**config.mk**
```make
export PLATFORM = sky130hd
export DESIGN_NAME = falafel_core
export DESIGN_NICKNAME = d
export VERILOG_FILES = /design/src/common/falafel_pkg.sv /design/src/allocator/fit_search.sv /design/src/allocator/lsu_sequencer.sv /design/src/allocator/split_planner.sv /design/src/source/alloc_req_decode.sv /design/src/source/falafel_core.sv
export SDC_FILE = /design/constraint.sdc
export NUM_CORES = 1
export LEC_CHECK = 0
export ABC_AREA = 1
export BUFFER_PORTS_ARGS = -buffer_cell sky130_fd_sc_hd__buf_2
export CAP_MARGIN = 20
export CELL_PAD_IN_SITES_DETAIL_PLACEMENT = 0
export CELL_PAD_IN_SITES_GLOBAL_PLACEMENT = 1
export CORE_MARGIN = 2
export CORE_UTILIZATION = 46
export CTS_BUF_LIST = sky130_fd_sc_hd__clkbuf_4
export DETAILED_ROUTE_END_ITERATION = 6
export PLACE_DENSITY_LB_ADDON = 0.1
export SYNTH_ARGS = -nofsm -noshare
export SYNTH_HDL_FRONTEND = slang
export SYNTH_SLANG_ARGS = --single-unit
```
**constraint.sdc**
```tcl
create_clock -name clk_i -period 17.6 [get_ports clk_i]
set_clock_uncertainty 0.1 [all_clocks]
set_input_delay 0.88 -clock clk_i [delete_from_list [all_inputs] [get_ports clk_i]]
set_output_delay 0.88 -clock clk_i [all_outputs]
set_load 0.01 [all_outputs]
```
**src/common/falafel_pkg.sv**
```systemverilog
`default_nettype none

package falafel_pkg;

  localparam int DATA_W = 32;

  // bytes in front of every block
  localparam logic [DATA_W-1:0] HEADER_SIZE    = 32'd16;
  localparam logic [DATA_W-1:0] MIN_ALLOC_SIZE = 32'd32;  // smallest leftover worth a split
  localparam logic [DATA_W-1:0] ALLOC_ALIGN    = 32'd8;
  localparam logic [DATA_W-1:0] ALIGN_MASK     = ~(ALLOC_ALIGN - 32'd1);

  // sentinel header has size zero so it never fits
  localparam logic [DATA_W-1:0] HEAD_ADDR = 32'h10;

  typedef struct packed {
    logic [DATA_W-1:0] addr;
    logic [DATA_W-1:0] size;
    logic [DATA_W-1:0] next_addr;
  } header_t;

  typedef enum logic [2:0] {
    LOCK,
    UNLOCK,
    LOAD,
    EDIT_SIZE_AND_NEXT_ADDR,
    EDIT_NEXT_ADDR
  } lsu_op_e;

  typedef struct packed {
    logic    val;
    lsu_op_e lsu_op;
    header_t header;
  } header_req_t;

  // LOAD answers carry the header and other ops only val
  typedef struct packed {
    logic    val;
    header_t header;
  } header_rsp_t;

  typedef struct packed {
    logic [DATA_W-1:0] size;  // already aligned
    logic              reject;
  } alloc_cmd_t;

  typedef struct packed {
    logic    found;
    header_t best;
    header_t best_prev;
  } fit_result_t;

  typedef struct packed {
    logic    split;
    header_t alloc_hdr;
    header_t new_hdr;
    header_t link_hdr;
  } write_plan_t;

endpackage

`default_nettype wire

```
**src/allocator/fit_search.sv**
```systemverilog
`default_nettype none

module fit_search (
  input  wire logic                              clk_i,
  input  wire logic                              rst_ni,
  input  wire logic                              clear_i,
  input  wire logic                              hdr_valid_i,
  input  wire falafel_pkg::header_t              hdr_i,
  input  wire logic [falafel_pkg::DATA_W-1:0]    size_i,
  output falafel_pkg::fit_result_t               fit_o
);

  logic                           found_q;
  falafel_pkg::header_t           prev_q;
  falafel_pkg::header_t           best_q;
  falafel_pkg::header_t           best_prev_q;
  logic [falafel_pkg::DATA_W-1:0] diff_q;

  logic                           fits;
  logic                           better;
  logic [falafel_pkg::DATA_W-1:0] diff;

  assign fits = (hdr_i.size >= size_i);
  assign diff = hdr_i.size - size_i;
  // strictly smaller keeps the earliest block on a tie
  assign better = fits && (!found_q || (diff < diff_q));

  always_ff @(posedge clk_i) begin
    if (!rst_ni) begin
      found_q <= 1'b0;
    end else if (clear_i) begin
      found_q <= 1'b0;
    end else if (hdr_valid_i && better) begin
      found_q <= 1'b1;
    end
  end

  always_ff @(posedge clk_i) begin
    if (clear_i) begin
      prev_q <= '0;
    end else if (hdr_valid_i) begin
      prev_q <= hdr_i;  // header walked just before the next one
    end
  end

  always_ff @(posedge clk_i) begin
    if (hdr_valid_i && better && !clear_i) begin
      best_q      <= hdr_i;
      best_prev_q <= prev_q;
      diff_q      <= diff;
    end
  end

  assign fit_o.found     = found_q;
  assign fit_o.best      = best_q;
  assign fit_o.best_prev = best_prev_q;

endmodule

`default_nettype wire

```
**src/allocator/lsu_sequencer.sv**
```systemverilog
`default_nettype none

module lsu_sequencer (
  input  wire logic                              clk_i,
  input  wire logic                              rst_ni,
  input  wire logic                              req_valid_i,
  input  wire falafel_pkg::alloc_cmd_t           cmd_i,
  input  wire logic                              cmd_valid_i,
  input  wire falafel_pkg::fit_result_t          fit_i,
  input  wire falafel_pkg::write_plan_t          plan_i,
  input  wire logic                              lsu_ready_i,
  input  wire falafel_pkg::header_rsp_t          rsp_i,
  output logic                                   accept_o,
  output logic                                   core_ready_o,
  output falafel_pkg::header_req_t               req_o,
  output logic                                   walk_clear_o,
  output logic                                   hdr_valid_o,
  output falafel_pkg::header_t                   hdr_o,
  output logic                                   done_o,
  output logic [falafel_pkg::DATA_W-1:0]         alloc_addr_o
);

  typedef enum logic [2:0] {
    S_IDLE,
    S_WAIT_CMD,
    S_REQ,
    S_WAIT_RSP,
    S_PLAN,
    S_DONE
  } state_e;

  // which LSU request is issued from S_REQ
  typedef enum logic [2:0] {
    STEP_LOCK,
    STEP_LOAD,
    STEP_ALLOC,
    STEP_NEW,
    STEP_LINK,
    STEP_UNLOCK
  } step_e;

  state_e                         state_d, state_q;
  step_e                          step_d, step_q;
  logic [falafel_pkg::DATA_W-1:0] load_addr_d, load_addr_q;
  logic [falafel_pkg::DATA_W-1:0] result_d, result_q;
  logic                           last_hdr;

  assign core_ready_o = (state_q == S_IDLE);
  assign accept_o     = req_valid_i && core_ready_o;
  assign done_o       = (state_q == S_DONE);
  assign alloc_addr_o = result_q;

  assign hdr_valid_o  = (state_q == S_WAIT_RSP) && rsp_i.val && (step_q == STEP_LOAD);
  assign hdr_o        = rsp_i.header;
  assign last_hdr     = (rsp_i.header.next_addr == '0);
  assign walk_clear_o = (state_q == S_WAIT_CMD) && cmd_valid_i && !cmd_i.reject;

  always_comb begin
    req_o     = '0;
    req_o.val = (state_q == S_REQ);
    unique case (step_q)
      STEP_LOCK: req_o.lsu_op = falafel_pkg::LOCK;
      STEP_LOAD: begin
        req_o.lsu_op      = falafel_pkg::LOAD;
        req_o.header.addr = load_addr_q;
      end
      STEP_ALLOC: begin
        req_o.lsu_op = falafel_pkg::EDIT_SIZE_AND_NEXT_ADDR;
        req_o.header = plan_i.alloc_hdr;
      end
      STEP_NEW: begin
        req_o.lsu_op = falafel_pkg::EDIT_SIZE_AND_NEXT_ADDR;
        req_o.header = plan_i.new_hdr;
      end
      STEP_LINK: begin
        req_o.lsu_op = falafel_pkg::EDIT_NEXT_ADDR;
        req_o.header = plan_i.link_hdr;
      end
      STEP_UNLOCK: req_o.lsu_op = falafel_pkg::UNLOCK;
      default: ;
    endcase
  end

  always_comb begin
    state_d     = state_q;
    step_d      = step_q;
    load_addr_d = load_addr_q;
    result_d    = result_q;

    unique case (state_q)
      S_IDLE: if (accept_o) state_d = S_WAIT_CMD;
      S_WAIT_CMD: begin
        if (cmd_valid_i) begin
          if (cmd_i.reject) begin
            result_d = '0;  // no LSU traffic at all
            state_d  = S_DONE;
          end else begin
            step_d  = STEP_LOCK;
            state_d = S_REQ;
          end
        end
      end
      S_REQ: if (lsu_ready_i) state_d = S_WAIT_RSP;
      S_WAIT_RSP: begin
        if (rsp_i.val) begin
          state_d = S_REQ;
          unique case (step_q)
            STEP_LOCK: begin
              step_d      = STEP_LOAD;
              load_addr_d = falafel_pkg::HEAD_ADDR;
            end
            STEP_LOAD: begin
              if (last_hdr) begin
                state_d = S_PLAN;  // fit result settles next cycle
              end else begin
                load_addr_d = rsp_i.header.next_addr;
              end
            end
            STEP_ALLOC:  step_d = STEP_NEW;
            STEP_NEW:    step_d = STEP_LINK;
            STEP_LINK:   step_d = STEP_UNLOCK;
            STEP_UNLOCK: state_d = S_DONE;
            default: ;
          endcase
        end
      end
      S_PLAN: begin
        state_d  = S_REQ;
        result_d = fit_i.found ? fit_i.best.addr : '0;
        if (!fit_i.found) begin
          step_d = STEP_UNLOCK;  // nothing fits so only unlock
        end else if (plan_i.split) begin
          step_d = STEP_ALLOC;
        end else begin
          step_d = STEP_LINK;
        end
      end
      S_DONE: state_d = S_IDLE;
      default: state_d = S_IDLE;
    endcase
  end

  always_ff @(posedge clk_i) begin
    if (!rst_ni) begin
      state_q <= S_IDLE;
      step_q  <= STEP_LOCK;
    end else begin
      state_q <= state_d;
      step_q  <= step_d;
    end
  end

  always_ff @(posedge clk_i) begin
    load_addr_q <= load_addr_d;
    result_q    <= result_d;
  end

  // plan_i feeds the write requests so the search result must hold too
  req_held_a: assert property (@(posedge clk_i) disable iff (!rst_ni)
    req_o.val && !lsu_ready_i |=> $stable(req_o));

  rsp_expected_a: assert property (@(posedge clk_i) disable iff (!rst_ni)
    rsp_i.val |-> state_q == S_WAIT_RSP);

endmodule

`default_nettype wire

```
**src/allocator/split_planner.sv**
```systemverilog
`default_nettype none

module split_planner (
  input  wire falafel_pkg::fit_result_t          fit_i,
  input  wire logic [falafel_pkg::DATA_W-1:0]    size_i,
  output falafel_pkg::write_plan_t               plan_o
);

  logic [falafel_pkg::DATA_W:0]   need;  // wide so a huge request cannot wrap
  logic [falafel_pkg::DATA_W-1:0] new_addr;
  logic [falafel_pkg::DATA_W-1:0] new_size;
  logic                           split;

  assign need = {1'b0, size_i} + {1'b0, falafel_pkg::HEADER_SIZE}
              + {1'b0, falafel_pkg::MIN_ALLOC_SIZE};

  assign split = fit_i.found && ({1'b0, fit_i.best.size} >= need);

  // leftover block starts right after the allocated payload
  assign new_addr = fit_i.best.addr + falafel_pkg::HEADER_SIZE + size_i;
  assign new_size = fit_i.best.size - size_i - falafel_pkg::HEADER_SIZE;

  always_comb begin
    plan_o.split = split;

    // allocated block shrinks to the request and leaves the list
    plan_o.alloc_hdr.addr      = fit_i.best.addr;
    plan_o.alloc_hdr.size      = size_i;
    plan_o.alloc_hdr.next_addr = '0;

    plan_o.new_hdr.addr      = new_addr;
    plan_o.new_hdr.size      = new_size;
    plan_o.new_hdr.next_addr = fit_i.best.next_addr;

    // only next_addr of the previous header is written
    plan_o.link_hdr.addr = fit_i.best_prev.addr;
    plan_o.link_hdr.size = fit_i.best_prev.size;
    if (split) begin
      plan_o.link_hdr.next_addr = new_addr;
    end else begin
      plan_o.link_hdr.next_addr = fit_i.best.next_addr;  // skip the whole block
    end
  end

endmodule

`default_nettype wire

```
**src/source/alloc_req_decode.sv**
```systemverilog
`default_nettype none

module alloc_req_decode (
  input  wire logic                              clk_i,
  input  wire logic                              rst_ni,
  input  wire logic                              req_valid_i,
  input  wire logic [falafel_pkg::DATA_W-1:0]    req_size_i,
  input  wire logic                              accept_i,
  output falafel_pkg::alloc_cmd_t                cmd_o,
  output logic                                   cmd_valid_o
);

  logic                           take;
  logic [falafel_pkg::DATA_W:0]   size_sum;  // carry bit catches overflow
  logic [falafel_pkg::DATA_W-1:0] size_aligned;
  logic                           size_bad;

  assign take = req_valid_i && accept_i;

  assign size_sum     = {1'b0, req_size_i} + {1'b0, falafel_pkg::ALLOC_ALIGN - 32'd1};
  assign size_aligned = size_sum[falafel_pkg::DATA_W-1:0] & falafel_pkg::ALIGN_MASK;
  assign size_bad     = (req_size_i == '0) || size_sum[falafel_pkg::DATA_W];

  always_ff @(posedge clk_i) begin
    if (!rst_ni) begin
      cmd_valid_o <= 1'b0;
    end else begin
      cmd_valid_o <= take;
    end
  end

  // held until the next accepted request
  always_ff @(posedge clk_i) begin
    if (take) begin
      cmd_o.size   <= size_aligned;
      cmd_o.reject <= size_bad;
    end
  end

  // the sequencer drops ready right after it takes a request
  cmd_pulse_a: assert property (@(posedge clk_i) disable iff (!rst_ni)
    cmd_valid_o |=> !cmd_valid_o);

endmodule

`default_nettype wire

```
**src/source/falafel_core.sv**
```systemverilog
`default_nettype none

module falafel_core (
  input  wire logic                              clk_i,
  input  wire logic                              rst_ni,
  input  wire logic                              req_valid_i,
  input  wire logic [falafel_pkg::DATA_W-1:0]    req_size_i,
  output logic                                   core_ready_o,
  output logic                                   done_o,
  output logic [falafel_pkg::DATA_W-1:0]         alloc_addr_o,
  output falafel_pkg::header_req_t               req_to_lsu_o,
  input  wire logic                              lsu_ready_i,
  input  wire falafel_pkg::header_rsp_t          rsp_from_lsu_i
);

  falafel_pkg::alloc_cmd_t  cmd;
  logic                     cmd_valid;
  logic                     accept;
  logic                     walk_clear;
  logic                     hdr_valid;
  falafel_pkg::header_t     hdr;
  falafel_pkg::fit_result_t fit;
  falafel_pkg::write_plan_t plan;

  alloc_req_decode u_decode (
    .clk_i       (clk_i),
    .rst_ni      (rst_ni),
    .req_valid_i (req_valid_i),
    .req_size_i  (req_size_i),
    .accept_i    (accept),
    .cmd_o       (cmd),
    .cmd_valid_o (cmd_valid)
  );

  lsu_sequencer u_sequencer (
    .clk_i        (clk_i),
    .rst_ni       (rst_ni),
    .req_valid_i  (req_valid_i),
    .cmd_i        (cmd),
    .cmd_valid_i  (cmd_valid),
    .fit_i        (fit),
    .plan_i       (plan),
    .lsu_ready_i  (lsu_ready_i),
    .rsp_i        (rsp_from_lsu_i),
    .accept_o     (accept),
    .core_ready_o (core_ready_o),
    .req_o        (req_to_lsu_o),
    .walk_clear_o (walk_clear),
    .hdr_valid_o  (hdr_valid),
    .hdr_o        (hdr),
    .done_o       (done_o),
    .alloc_addr_o (alloc_addr_o)
  );

  fit_search u_fit_search (
    .clk_i       (clk_i),
    .rst_ni      (rst_ni),
    .clear_i     (walk_clear),
    .hdr_valid_i (hdr_valid),
    .hdr_i       (hdr),
    .size_i      (cmd.size),
    .fit_o       (fit)
  );

  split_planner u_split_planner (
    .fit_i  (fit),
    .size_i (cmd.size),
    .plan_o (plan)
  );

endmodule

`default_nettype wire

```
Word-level counts from Yosys, hierarchy flattened
Index checks and enable logic that the tools add are counted.
{"block": "totals", "word_cells": 99, "ff_bits": 358}
{"block": "classes", "bitwise": 1, "n_eq_ne": 18, "reduce_logical": 28, "mux": 25, "n_lt_le_gt_ge": 3, "n_addsub": 8}
{"op": "64-bit case mux with 3 select lines", "count": 1}
{"op": "32-bit 2-to-1 mux", "count": 5}
{"op": "32-bit case mux with 2 select lines", "count": 2}
{"op": "32-bit case mux with 4 select lines", "count": 1}
{"op": "32-bit logical NOT", "count": 2}
{"op": "32-bit subtractor", "count": 2}
{"op": "32-bit by 3-bit adder with 33-bit output, second input constant", "count": 1}
{"op": "32-bit by 5-bit adder with 33-bit output, second input constant", "count": 1}
{"op": "33-bit by 6-bit adder with 33-bit output, second input constant", "count": 1}
{"op": "32-bit by 33-bit greater-or-equal comparator with 1-bit output", "count": 1}
{"op": "3-bit 2-to-1 mux", "count": 11}
{"op": "32-bit adder", "count": 1}
{"op": "32-bit by 5-bit adder with 32-bit output, second input constant", "count": 1}
{"op": "32-bit greater-or-equal comparator", "count": 1}
{"op": "32-bit < comparator", "count": 1}
{"op": "32-bit by 5-bit subtractor with 32-bit output, second input constant", "count": 1}
{"op": "3-bit case mux with 4 select lines", "count": 2}
{"op": "3-bit case mux with 5 select lines", "count": 1}
{"op": "3-bit by 2-bit equality test with 1-bit output, second input constant", "count": 4}
{"op": "3-bit equality test, second input constant", "count": 4}
{"op": "2-bit != test, second input constant", "count": 6}
{"op": "1-bit logical AND", "count": 10}
{"op": "3-bit case mux with 3 select lines", "count": 1}
{"op": "4-bit AND reduction", "count": 2}
{"op": "other kinds (13)", "count": 20}

Longest topological paths before layout
Gate-level depths: netlist (run 1).
{"block": "logic_depth", "depth_word": 7, "mapped_depth": 24}

Cells and area by module
A second synthesis (run 1) with hierarchy kept.
{"block": "unflattened", "cells_unflattened": 3632, "area_unflattened_um2": 28812.6}
{"module": "fit_search", "cells_each": 1156, "area_per_inst_um2": 13006.2, "n_inst": 1}
{"module": "split_planner", "cells_each": 1346, "area_per_inst_um2": 8030.2, "n_inst": 1}
{"module": "lsu_sequencer", "cells_each": 866, "area_per_inst_um2": 5690.5, "n_inst": 1}
{"module": "alloc_req_decode", "cells_each": 264, "area_per_inst_um2": 2085.8, "n_inst": 1}

Worst setup path before layout (run 1)
Ideal clock, no wire load.
{"block": "synth_path", "path_kind": "input to register", "start": "input rsp_from_lsu_i[35] (netlist name)", "end": "register u_fit_search.diff_q[0] (netlist name), enable pin", "t_required_ns": 16.699, "stages": 19, "n_path_buf": 0, "arrival_ns": 12.278, "slack_ns": 4.421, "setup_ns": 0.801, "cell_sequence": "inv_1 -> ha_1 -> fa_1 -> o21ai_2 -> a21boi_1 -> o21ai_0 -> nand2_1 -> nand2_1 -> nand2_1 -> nand2_1 -> xor2_1 -> ha_1 -> nand2_1 -> nor2_1 -> nand2_1 -> o211ai_1 -> a21oi_1 -> nand2_1 -> a21oi_1"}
{"block": "synth_between", "elab_chain_len": 6}
{"item": "start, declared", "line": "falafel_core.sv:13", "source": "input wire falafel_pkg::header_rsp_t rsp_from_lsu_i"}
{"item": "32-bit subtractor", "line": "fit_search.sv:24", "source": "assign diff = hdr_i.size - size_i;"}
{"item": "named net u_fit_search.diff, one bit", "line": "fit_search.sv:21", "source": "logic [falafel_pkg::DATA_W-1:0] diff;"}
{"item": "32-bit < comparator", "line": "fit_search.sv:26", "source": "assign better = fits && (!found_q || (diff < diff_q));"}
{"item": "1-bit logical OR", "line": "fit_search.sv:26"}
{"item": "1-bit logical AND", "line": "fit_search.sv:26"}
{"item": "1-bit logical AND (2 in series)", "line": "fit_search.sv:47", "source": "if (hdr_valid_i && better && !clear_i) begin"}
{"item": "end signal, assigned", "line": "fit_search.sv:50", "source": "diff_q <= diff;"}
{"item": "end, declared", "line": "fit_search.sv:17", "source": "logic [falafel_pkg::DATA_W-1:0] diff_q;"}
The timed path passes the listed nets, and every way through them passes these cells.
A chain may end at the register's enable or synchronous reset.

==> summary.md, run 1 <==
| Metric | Value |
|---|---|
| Detailed placer's ending HPWL | `61200 um` |
| Crit path launch | `u_decode.cmd_o[5]` |
| WP depth | `24` |
| Setup TNS | `0 ns` |
| Worst slew margin | `0.247` |
| Largest family of logic cells by synthesized area | `simple AND/OR/NAND/NOR gates` |
| Clock sinks | `355` |
| R2r worst-path depth | `20` |
| Sequential element share of the synthesized area | `0.422` |
| Skew-Pair Late Insertion Delay | `0.86 ns` |
| Overall routing resource usage | `0.300` |
| Seq pwr share | `0.335` |
| Max-cap violations | `0` |
| GPL Wtd Cong | `0.970` |
| Share of cells above drive strength 1 | `0.161` |
| Simple-gate share of the synthesized area | `0.247` |
| Reg-to-reg critical path startpoint | `u_decode.cmd_o[21]` |
| Peak per-stage delay on the critical path | `0.59 ns` |
| Mapped Nets | `3275` |
| Port Buf Inserts | `266` |
| Count of cell types in the netlist | `57` |
| Global-route wire length before repair | `120000 um` |
| Most common cell on crit path | `nand2_1` |
| Die width | `230 um` |
| Leakage | `12.9 nW` |
| Dominant synthesized flop cell | `edfxtp_1` |
| FMAX | `0.157 GHz` |
| R2R Setup Slk | `12.17 ns` |
| First drt pass iteration count | `5` |
| Cell with the most instances after synthesis | `nand2_1` |
| Grt total ovfl | `0` |
| Worst Tran Pin Value | `1.13 ns` |
| Power Internal | `0.00192 W` |
| Tcrit/Tclk final | `0.361` |
| Detail Route Antenna Nets | `0` |
| Startpoint types | `register` |
| Hold Crit Class | `primary input to register` |
| List of most frequent post-synthesis cells | `609 x nand2_1, 461 x inv_1, 402 x nor2_1` |
| Slew Limit Fails | `0` |
| Final min period | `6.35 ns` |
| Buf/Inv on CP | `2` |
| Vert. Die Dim | `230 um` |
| Core Util, Final | `0.535` |
| Final setup viols | `0` |
| Post-cts sizing count | `0` |
| Routed WL | `79900 um` |
| Crit path kind | `register to output pin` |
| WP data required | `16.62 ns` |
| Clk pin slew, worst setup/hold paths | `0.07 ns` |
| Combinational fraction of design power | `0.428` |
| Cell Chain, Critical Path | `inv_2, ha_1, nor2_2, nand3_2, nor3_4, nand3_1, nor2_2, nand3_2, nor2_2, xor2_1, ha_1, nand2_1, nor2_1, nand3_1, nor3_1, nand2_1, nand2_1, nand2_2, nand2_4, nand2_8, nand2_2, nand3_1, nand2_1, buf_2` |
| Ports | `267` |
| DIE AREA | `53000 sq um` |
| Hold Violations, Final | `0` |
| Synth Area in Compound Gates | `0.0964` |
| Multiplexer share of the synthesized area | `0` |
| Synthesized flop and latch total | `355` |
| Clock power share | `0.237` |
| CTS buffer count | `98` |
| Fraction of registers with async set/reset | `0` |
| YS warnings | `0` |
| Layout area overhead | `14.5%` |
| CTS Buffer Depth | `3` |
| Slowest cell on the critical path | `edfxtp_1` |
| End point of the critical path | `req_to_lsu_o[5]` |
| Vias in the first global route | `20600` |
| Number of remaining DRC errors | `0` |
| Cts hold-fix bufs | `0` |
| Vias per cell | `5.34` |
| Hold wc startpoint | `rsp_from_lsu_i[75]` |
| Routed length per instance | `19.9 um` |
| End of the worst register-to-register path | `u_fit_search.fit_o[92]` |
| Setup ws final | `11.25 ns` |
| Row count | `82` |
| Pin count of the biggest net entering global routing | `79` |
| PD cells | `124 nW/um^2` |
| Post-synth EDFFs | `283` |
| DRT iter0 DRCs | `1827` |
| Initial Util | `0.467` |
| Status | `finished, final reports clean` |
| Adder-Cell Fraction of Synth Area | `0.110` |
| Yosys top cell area share | `0.361` |
| VDD IR max | `0.121 mV` |
| Final-stage net count | `3597` |
| Total setup buffers inserted after CTS | `0` |
| Synth Area per Inst | `8.02 sq um` |
| Psw | `0.00142 W` |
| WP data arrival | `5.37 ns` |
| Xor and xnor area share after synthesis | `0.0350` |
| RSZ-0062 raised after global routing | `false` |
| Via Count | `21500` |
| Synth area leaders | `edfxtp_1 36%, ha_1 11%, nand2_1 9.7%, inv_1 7.3%, nor2_1 6.4%` |
| Root Buffer | `clkbuf_4` |
| Post-synth design cell area | `23500 sq um` |
| TritonCTS clock tree | `yes` |
| Antenna violations before repair | `8` |
| Worst Path Max Fanout | `34` |
| Post-synth top area cell | `edfxtp_1` |
| Worst Setup End Kind | `output pin` |
| Largest delay share family, worst path | `simple AND/OR/NAND/NOR gates` |
| Post-Syn Instances | `2937` |
| Pre-CTS WS | `11.61 ns` |
| Sw frac | `0.425` |
| CORE AREA | `50400 sq um` |
| H-tree lvl count | `3` |
## flip-flops by register name, indices dropped and copies added, names as in the netlist
name and flops:
u_fit_search.prev_q 64, u_sequencer.state_q 3, u_fit_search.diff_q 32, u_sequencer.step_q 3
u_sequencer.alloc_addr_o 32, u_fit_search.fit_o 157, u_fit_search.found_q 1, u_decode.cmd_valid_o 1
u_decode.cmd_o 30, u_sequencer.load_addr_q 32
## worst reg2reg max path, delay by kind of cell, from the launching register on
kind | cells | cell delay, ns
buf+inv | 5 | 1.44
compound gates | 4 | 0.74
fa+ha+maj | 2 | 0.73
xor+xnor | 1 | 0.20
simple gates | 8 | 1.13
flops | 1 | 0.67
## cell families (layout without fill, tap and decap cells)
group / Yosys count / in the layout
AND/OR/NAND/NOR: 1347 / 1347
buffers and inverters: 536 / 940
AO/OA/AOI/OAI: 400 / 400
flip-flops: 355 / 355
adder cells (fa/ha/maj): 205 / 205
XOR/XNOR: 94 / 94
other: 0 / 9
## layout make-up
class	instances	area, sq um
Fill cell	4994	23400
Multi-Input combinational cell	2046	11500
Sequential cell	355	9940
Inverter	473	1780
Timing Repair Buffer	285	1510
Clock buffer	144	1080
Tap cell	672	841
Clock inverter	38	249
Antenna cell	9	22.5
## power groups by stage
stage               logic, W  clock network, W  registers, W
floorplan           0.000915                 0       0.00110
global placement     0.00140                 0       0.00113
detailed placement   0.00142                 0       0.00114
CTS                  0.00142          0.000811       0.00112
global route         0.00160          0.000854       0.00113
finish               0.00143          0.000793       0.00112
## per-stage QoR
step | instance area, sq um | power, W | cells | hold WS, ns
2_1_floorplan | 23500 | 0.00201 | 2937 | 0.303
3_3_place_gp | 25500 | 0.00253 | 3829 | 0.310
3_5_place_dp | 25600 | 0.00255 | 3830 | 0.314
4_1_cts | 26900 | 0.00335 | 4012 | 0.0729
5_1_grt | 27000 | 0.00358 | 4021 | 0.0653
6_report | 27000 | 0.00335 | 4022 | 0.126
## metal layers
metal  wire length, um  track usage
met1             37000        0.433
met2             34500        0.449
met3              6270       0.0636
met4              2190       0.0899
met5                13            0
## worst min-delay path by stage
stage                              end  slack [ns]  depth (start not counted)
2_1_floorplan   u_fit_search.fit_o[35]        0.30                          0
3_3_place_gp    u_fit_search.fit_o[36]        0.31                          0
3_5_place_dp    u_fit_search.fit_o[66]        0.31                          0
4_1_cts        u_fit_search.fit_o[171]        0.07                          1
5_1_grt        u_fit_search.fit_o[171]        0.07                          1
6_report       u_fit_search.fit_o[171]        0.13                          1
## layout by cell type (no fill, tap or decap), types with 16 or more instances in the layout
cell type | netlist | final
nor3_1 | 38 | 38
nand2_2 | 36 | 37
inv_1 | 461 | 461
o211ai_1 | 16 | 16
nor2_1 | 402 | 400
xor2_1 | 75 | 75
edfxtp_1 | 283 | 283
xnor2_1 | 19 | 19
a221oi_1 | 23 | 23
buf_2 | 6 | 266
a21oi_1 | 143 | 141
buf_4 | 3 | 17
dfxtp_1 | 72 | 72
nand3_1 | 141 | 141
clkinv_1 | 0 | 21
nand4_1 | 45 | 45
nor4_1 | 19 | 19
nand2_1 | 609 | 608
ha_1 | 202 | 202
o21ai_0 | 166 | 166
clkbuf_4 | 0 | 144
(Power assumes the default switching activity.)
==> run 2: changes to the inputs <==
--- a/config.mk
+++ b/config.mk
@@ -5,13 +5,13 @@
 export SDC_FILE = /design/constraint.sdc
 export NUM_CORES = 1
 export LEC_CHECK = 0
-export ABC_AREA = 1
+export ABC_AREA = 0
 export BUFFER_PORTS_ARGS = -buffer_cell sky130_fd_sc_hd__buf_2
 export CAP_MARGIN = 20
 export CELL_PAD_IN_SITES_DETAIL_PLACEMENT = 0
 export CELL_PAD_IN_SITES_GLOBAL_PLACEMENT = 1
 export CORE_MARGIN = 2
-export CORE_UTILIZATION = 46
+export CORE_UTILIZATION = 43
 export CTS_BUF_LIST = sky130_fd_sc_hd__clkbuf_4
 export DETAILED_ROUTE_END_ITERATION = 6
 export PLACE_DENSITY_LB_ADDON = 0.1
==> constraint.sdc (replaced) <==
create_clock -name clk_i -period 5.71 [get_ports clk_i]
set_clock_uncertainty 0.1 [all_clocks]
set_input_delay 0.2855 -clock clk_i [delete_from_list [all_inputs] [get_ports clk_i]]
set_output_delay 0.2855 -clock clk_i [all_outputs]
set_load 0.01 [all_outputs]
==> run 2 against run 1 <==
Sequential power increased to 2.9 times the previous value; core utilization rose by 1.8 points; via count is 17% lower; area after synthesis shrank 11%.
==> summary.md, run 2 <==
| Metric | Value |
|---|---|
| Status | `finished, final reports clean` |
| Antenna violations before repair | `3` |
| Total Power | `0.00963 W` |
| Fillers | `4408` |
| Synth Area per Inst | `10.4 sq um` |
| Mapped Nets | `2345` |
| Layout area overhead | `26.7%` |
| Overall routing resource usage | `0.279` |
| FMAX | `0.182 GHz` |
| Synth area leaders | `edfxtp_1 41%, ha_1 12%, dfxtp_1 6.9%, xnor2_1 4.2%, nand2_1 3.9%` |
| Core Util, Final | `0.554` |
| Slowest cell on the critical path | `edfxtp_1` |
| Psw | `0.00376 W` |
| Worst Path Max Fanout | `8` |
| Setup ws final | `0.215 ns` |
| Post-synth EDFFs | `283` |
| Port Buf Inserts | `266` |
| Final-stage net count | `2873` |
| Number of remaining DRC errors | `0` |
| Tcrit/Tclk final | `0.962` |
| Fraction of registers with async set/reset | `0` |
| TritonCTS clock tree | `yes` |
| Clk pin slew, worst setup/hold paths | `0.07 ns` |
| Peak per-stage delay on the critical path | `0.38 ns` |
| Combinational fraction of design power | `0.415` |
| Worst Hold Margin | `0.0728 ns` |
| Vias in the first global route | `17900` |
| Dominant synthesized flop cell | `edfxtp_1` |
| WP data arrival | `5.11 ns` |
| WP data required | `5.32 ns` |
| CORE AREA | `47800 sq um` |
| Post-Syn Instances | `2007` |
| H-tree lvl count | `3` |
| Initial Util | `0.437` |
| Routed length per instance | `21.9 um` |
| Final setup viols | `0` |
| Count of cell types in the netlist | `83` |
| Setup TNS | `0 ns` |
| Ports | `267` |
| Clock power share | `0.248` |
| Startpoint types | `register` |
| Worst slew margin | `0.287` |
| Skew-Pair Late Insertion Delay | `0.88 ns` |
| Largest delay share family, worst path | `simple AND/OR/NAND/NOR gates` |
| WHS Path Cells | `2` |
| First drt pass iteration count | `5` |
| Share of cells above drive strength 1 | `0.204` |
| VDD IR max | `0.182 mV` |
| Largest register FFs | `157` |
| Via Count | `17900` |
| Slew Limit Fails | `0` |
| Hold Violations, Final | `0` |
| Yosys top cell area share | `0.406` |
| Detail Route Antenna Nets | `0` |
| PD cells | `364 nW/um^2` |
| Max-cap violations | `0` |
| Vias per cell | `5.53` |
| Post-synth top area cell | `edfxtp_1` |
| CTS buffer count | `97` |
| Most frequent cells in the layout | `283 x edfxtp_1, 266 x buf_2, 214 x nand2_1, 201 x ha_1, 194 x dlygate4sd3_1` |
| Cell with the most instances after synthesis | `edfxtp_1` |
| List of most frequent post-synthesis cells | `283 x edfxtp_1, 215 x nand2_1, 202 x ha_1` |
| Seq pwr share | `0.337` |
| Detailed placer's ending HPWL | `49300 um` |
| Final min period | `5.49 ns` |
| Clock sinks | `355` |
| Worst Setup End Kind | `output pin` |
| DRT iter0 DRCs | `1435` |
| CTS Buffer Depth | `3` |
| Buf/Inv on CP | `5` |
| YS warnings | `0` |
| DIE AREA | `50400 sq um` |
| Sw frac | `0.390` |
| Global-route wire length before repair | `106000 um` |
| WP depth | `20` |
| Root Buffer | `clkbuf_4` |
| Area of the multi-input gates | `10100 sq um` |
| Crit path kind | `register to output pin` |
| Hold Crit Class | `primary input to register` |
| Row count | `80` |
| Sequential element share of the synthesized area | `0.475` |
| Pre-CTS WS | `0.535 ns` |
| Routed WL | `71000 um` |
| Die width | `224 um` |
| Post-synth design cell area | `20900 sq um` |
| Cell Chain, Critical Path | `inv_1, ha_2, nor4_4, nand3_2, nor3_4, and3_4, xnor2_1, ha_1, nand4_1, nor4_1, o21ai_0, a21oi_1, o21ai_1, a21oi_2, buf_4, o21ai_4, buf_12, clkbuf_16, a22o_1, buf_2` |
| Worst Tran Pin Value | `1.07 ns` |
| Commonest non-fill, non-tap cell in the layout | `edfxtp_1` |
| Register area | `9940 sq um` |
| R2r worst-path depth | `23` |
| Leakage | `11.5 nW` |
| GPL Wtd Cong | `0.921` |
| Vert. Die Dim | `224 um` |
| Grt total ovfl | `0` |
| Pin count of the biggest net entering global routing | `75` |
| Power Internal | `0.00587 W` |
| Synthesized flop and latch total | `355` |
==> run 2: cell count changes after synthesis, moves of 55 or more <==
cell	before	now
a22oi_1	0	58
o21ai_0	166	80
nand2_1	609	215
xnor2_1	19	101
nor2_1	402	87
nand3_1	141	30
a21o_1	9	64
inv_1	461	167
==> run 2: area by class of cell <==
type                            count  area share
Timing Repair Buffer              504       0.140
Clock inverter                     28     0.00496
Multi-Input combinational cell   1408       0.383
Inverter                          169      0.0240
Clock buffer                      155      0.0439
Tap cell                          615      0.0291
Sequential cell                   355       0.375
Antenna cell                        2    0.000189
==> run 2: power by group through the flow <==
| stage | sequential [W] | clock, W | combinational [W] |
|---|---|---|---|
| 3_5_place_dp | 0.00331 | 0 | 0.00373 |
| 2_1_floorplan | 0.00320 | 0 | 0.00250 |
| 6_report | 0.00325 | 0.00239 | 0.00399 |
| 3_3_place_gp | 0.00331 | 0 | 0.00371 |
| 4_1_cts | 0.00325 | 0.00245 | 0.00389 |
| 5_1_grt | 0.00327 | 0.00259 | 0.00437 |
==> run 2: cell families (layout without fill, tap and decap cells) <==
family | count (synthesis) | count (layout) | share of synthesized area
muxes | 4 | 4 | 0.00198
DFF | 355 | 355 | 0.475
xor gates and xnor gates | 137 | 137 | 0.0574
and+or+nand+nor | 541 | 542 | 0.128
adders and majority gates | 205 | 205 | 0.124
AOI/OAI and AO/OA | 520 | 520 | 0.168
buffers and inverters | 245 | 856 | 0.0458
other | 0 | 2 | 0
==> run 2: repair_timing <==
| action | CTS | global route |
|---|---|---|
| setup buffers | 9 | 9 |
| pin swaps | 3 | 9 |
| setup endpoints to repair | 32 | 32 |
| cloned | 1 | 2 |
| hold buffers | 194 | 0 |
| gates resized for setup | 5 | 13 |
| hold endpoints to repair | 272 | 0 |
==> run 2: final timing paths <==
kind / startpoint / to / slack [ns]
setup / recovery: u_decode.cmd_o[6] / req_to_lsu_o[25] / 0.22
hold reg to reg: u_fit_search.prev_q[64] / u_fit_search.fit_o[64] / 0.31
hold / removal: rsp_from_lsu_i[90] / u_fit_search.fit_o[186] / 0.07
setup reg to reg: u_decode.cmd_o[4] / u_fit_search.fit_o[59] / 0.36
==> run 2: per-layer routing <==
metal | track usage | vias to the layer above | share of wire | wire (um)
met2 | 0.461 | 658 | 0.47 | 33500
met1 | 0.370 | 8645 | 0.44 | 31100
met4 | 0.104 | 0 | 0.030 | 2100
met3 | 0.0457 | 114 | 0.061 | 4320
met5 | 0 | - | 0 | 0
li1 | - | 8481 | - | -
==> run 2: per-stage QoR <==
| stage | instance area, sq um | instances |
|---|---|---|
| after floorplan | 20900 | 2007 |
| after global placement | 23000 | 2836 |
| after detailed placement | 23000 | 2836 |
| after CTS | 26300 | 3223 |
| after global routing | 26500 | 3235 |
| final | 26500 | 3236 |
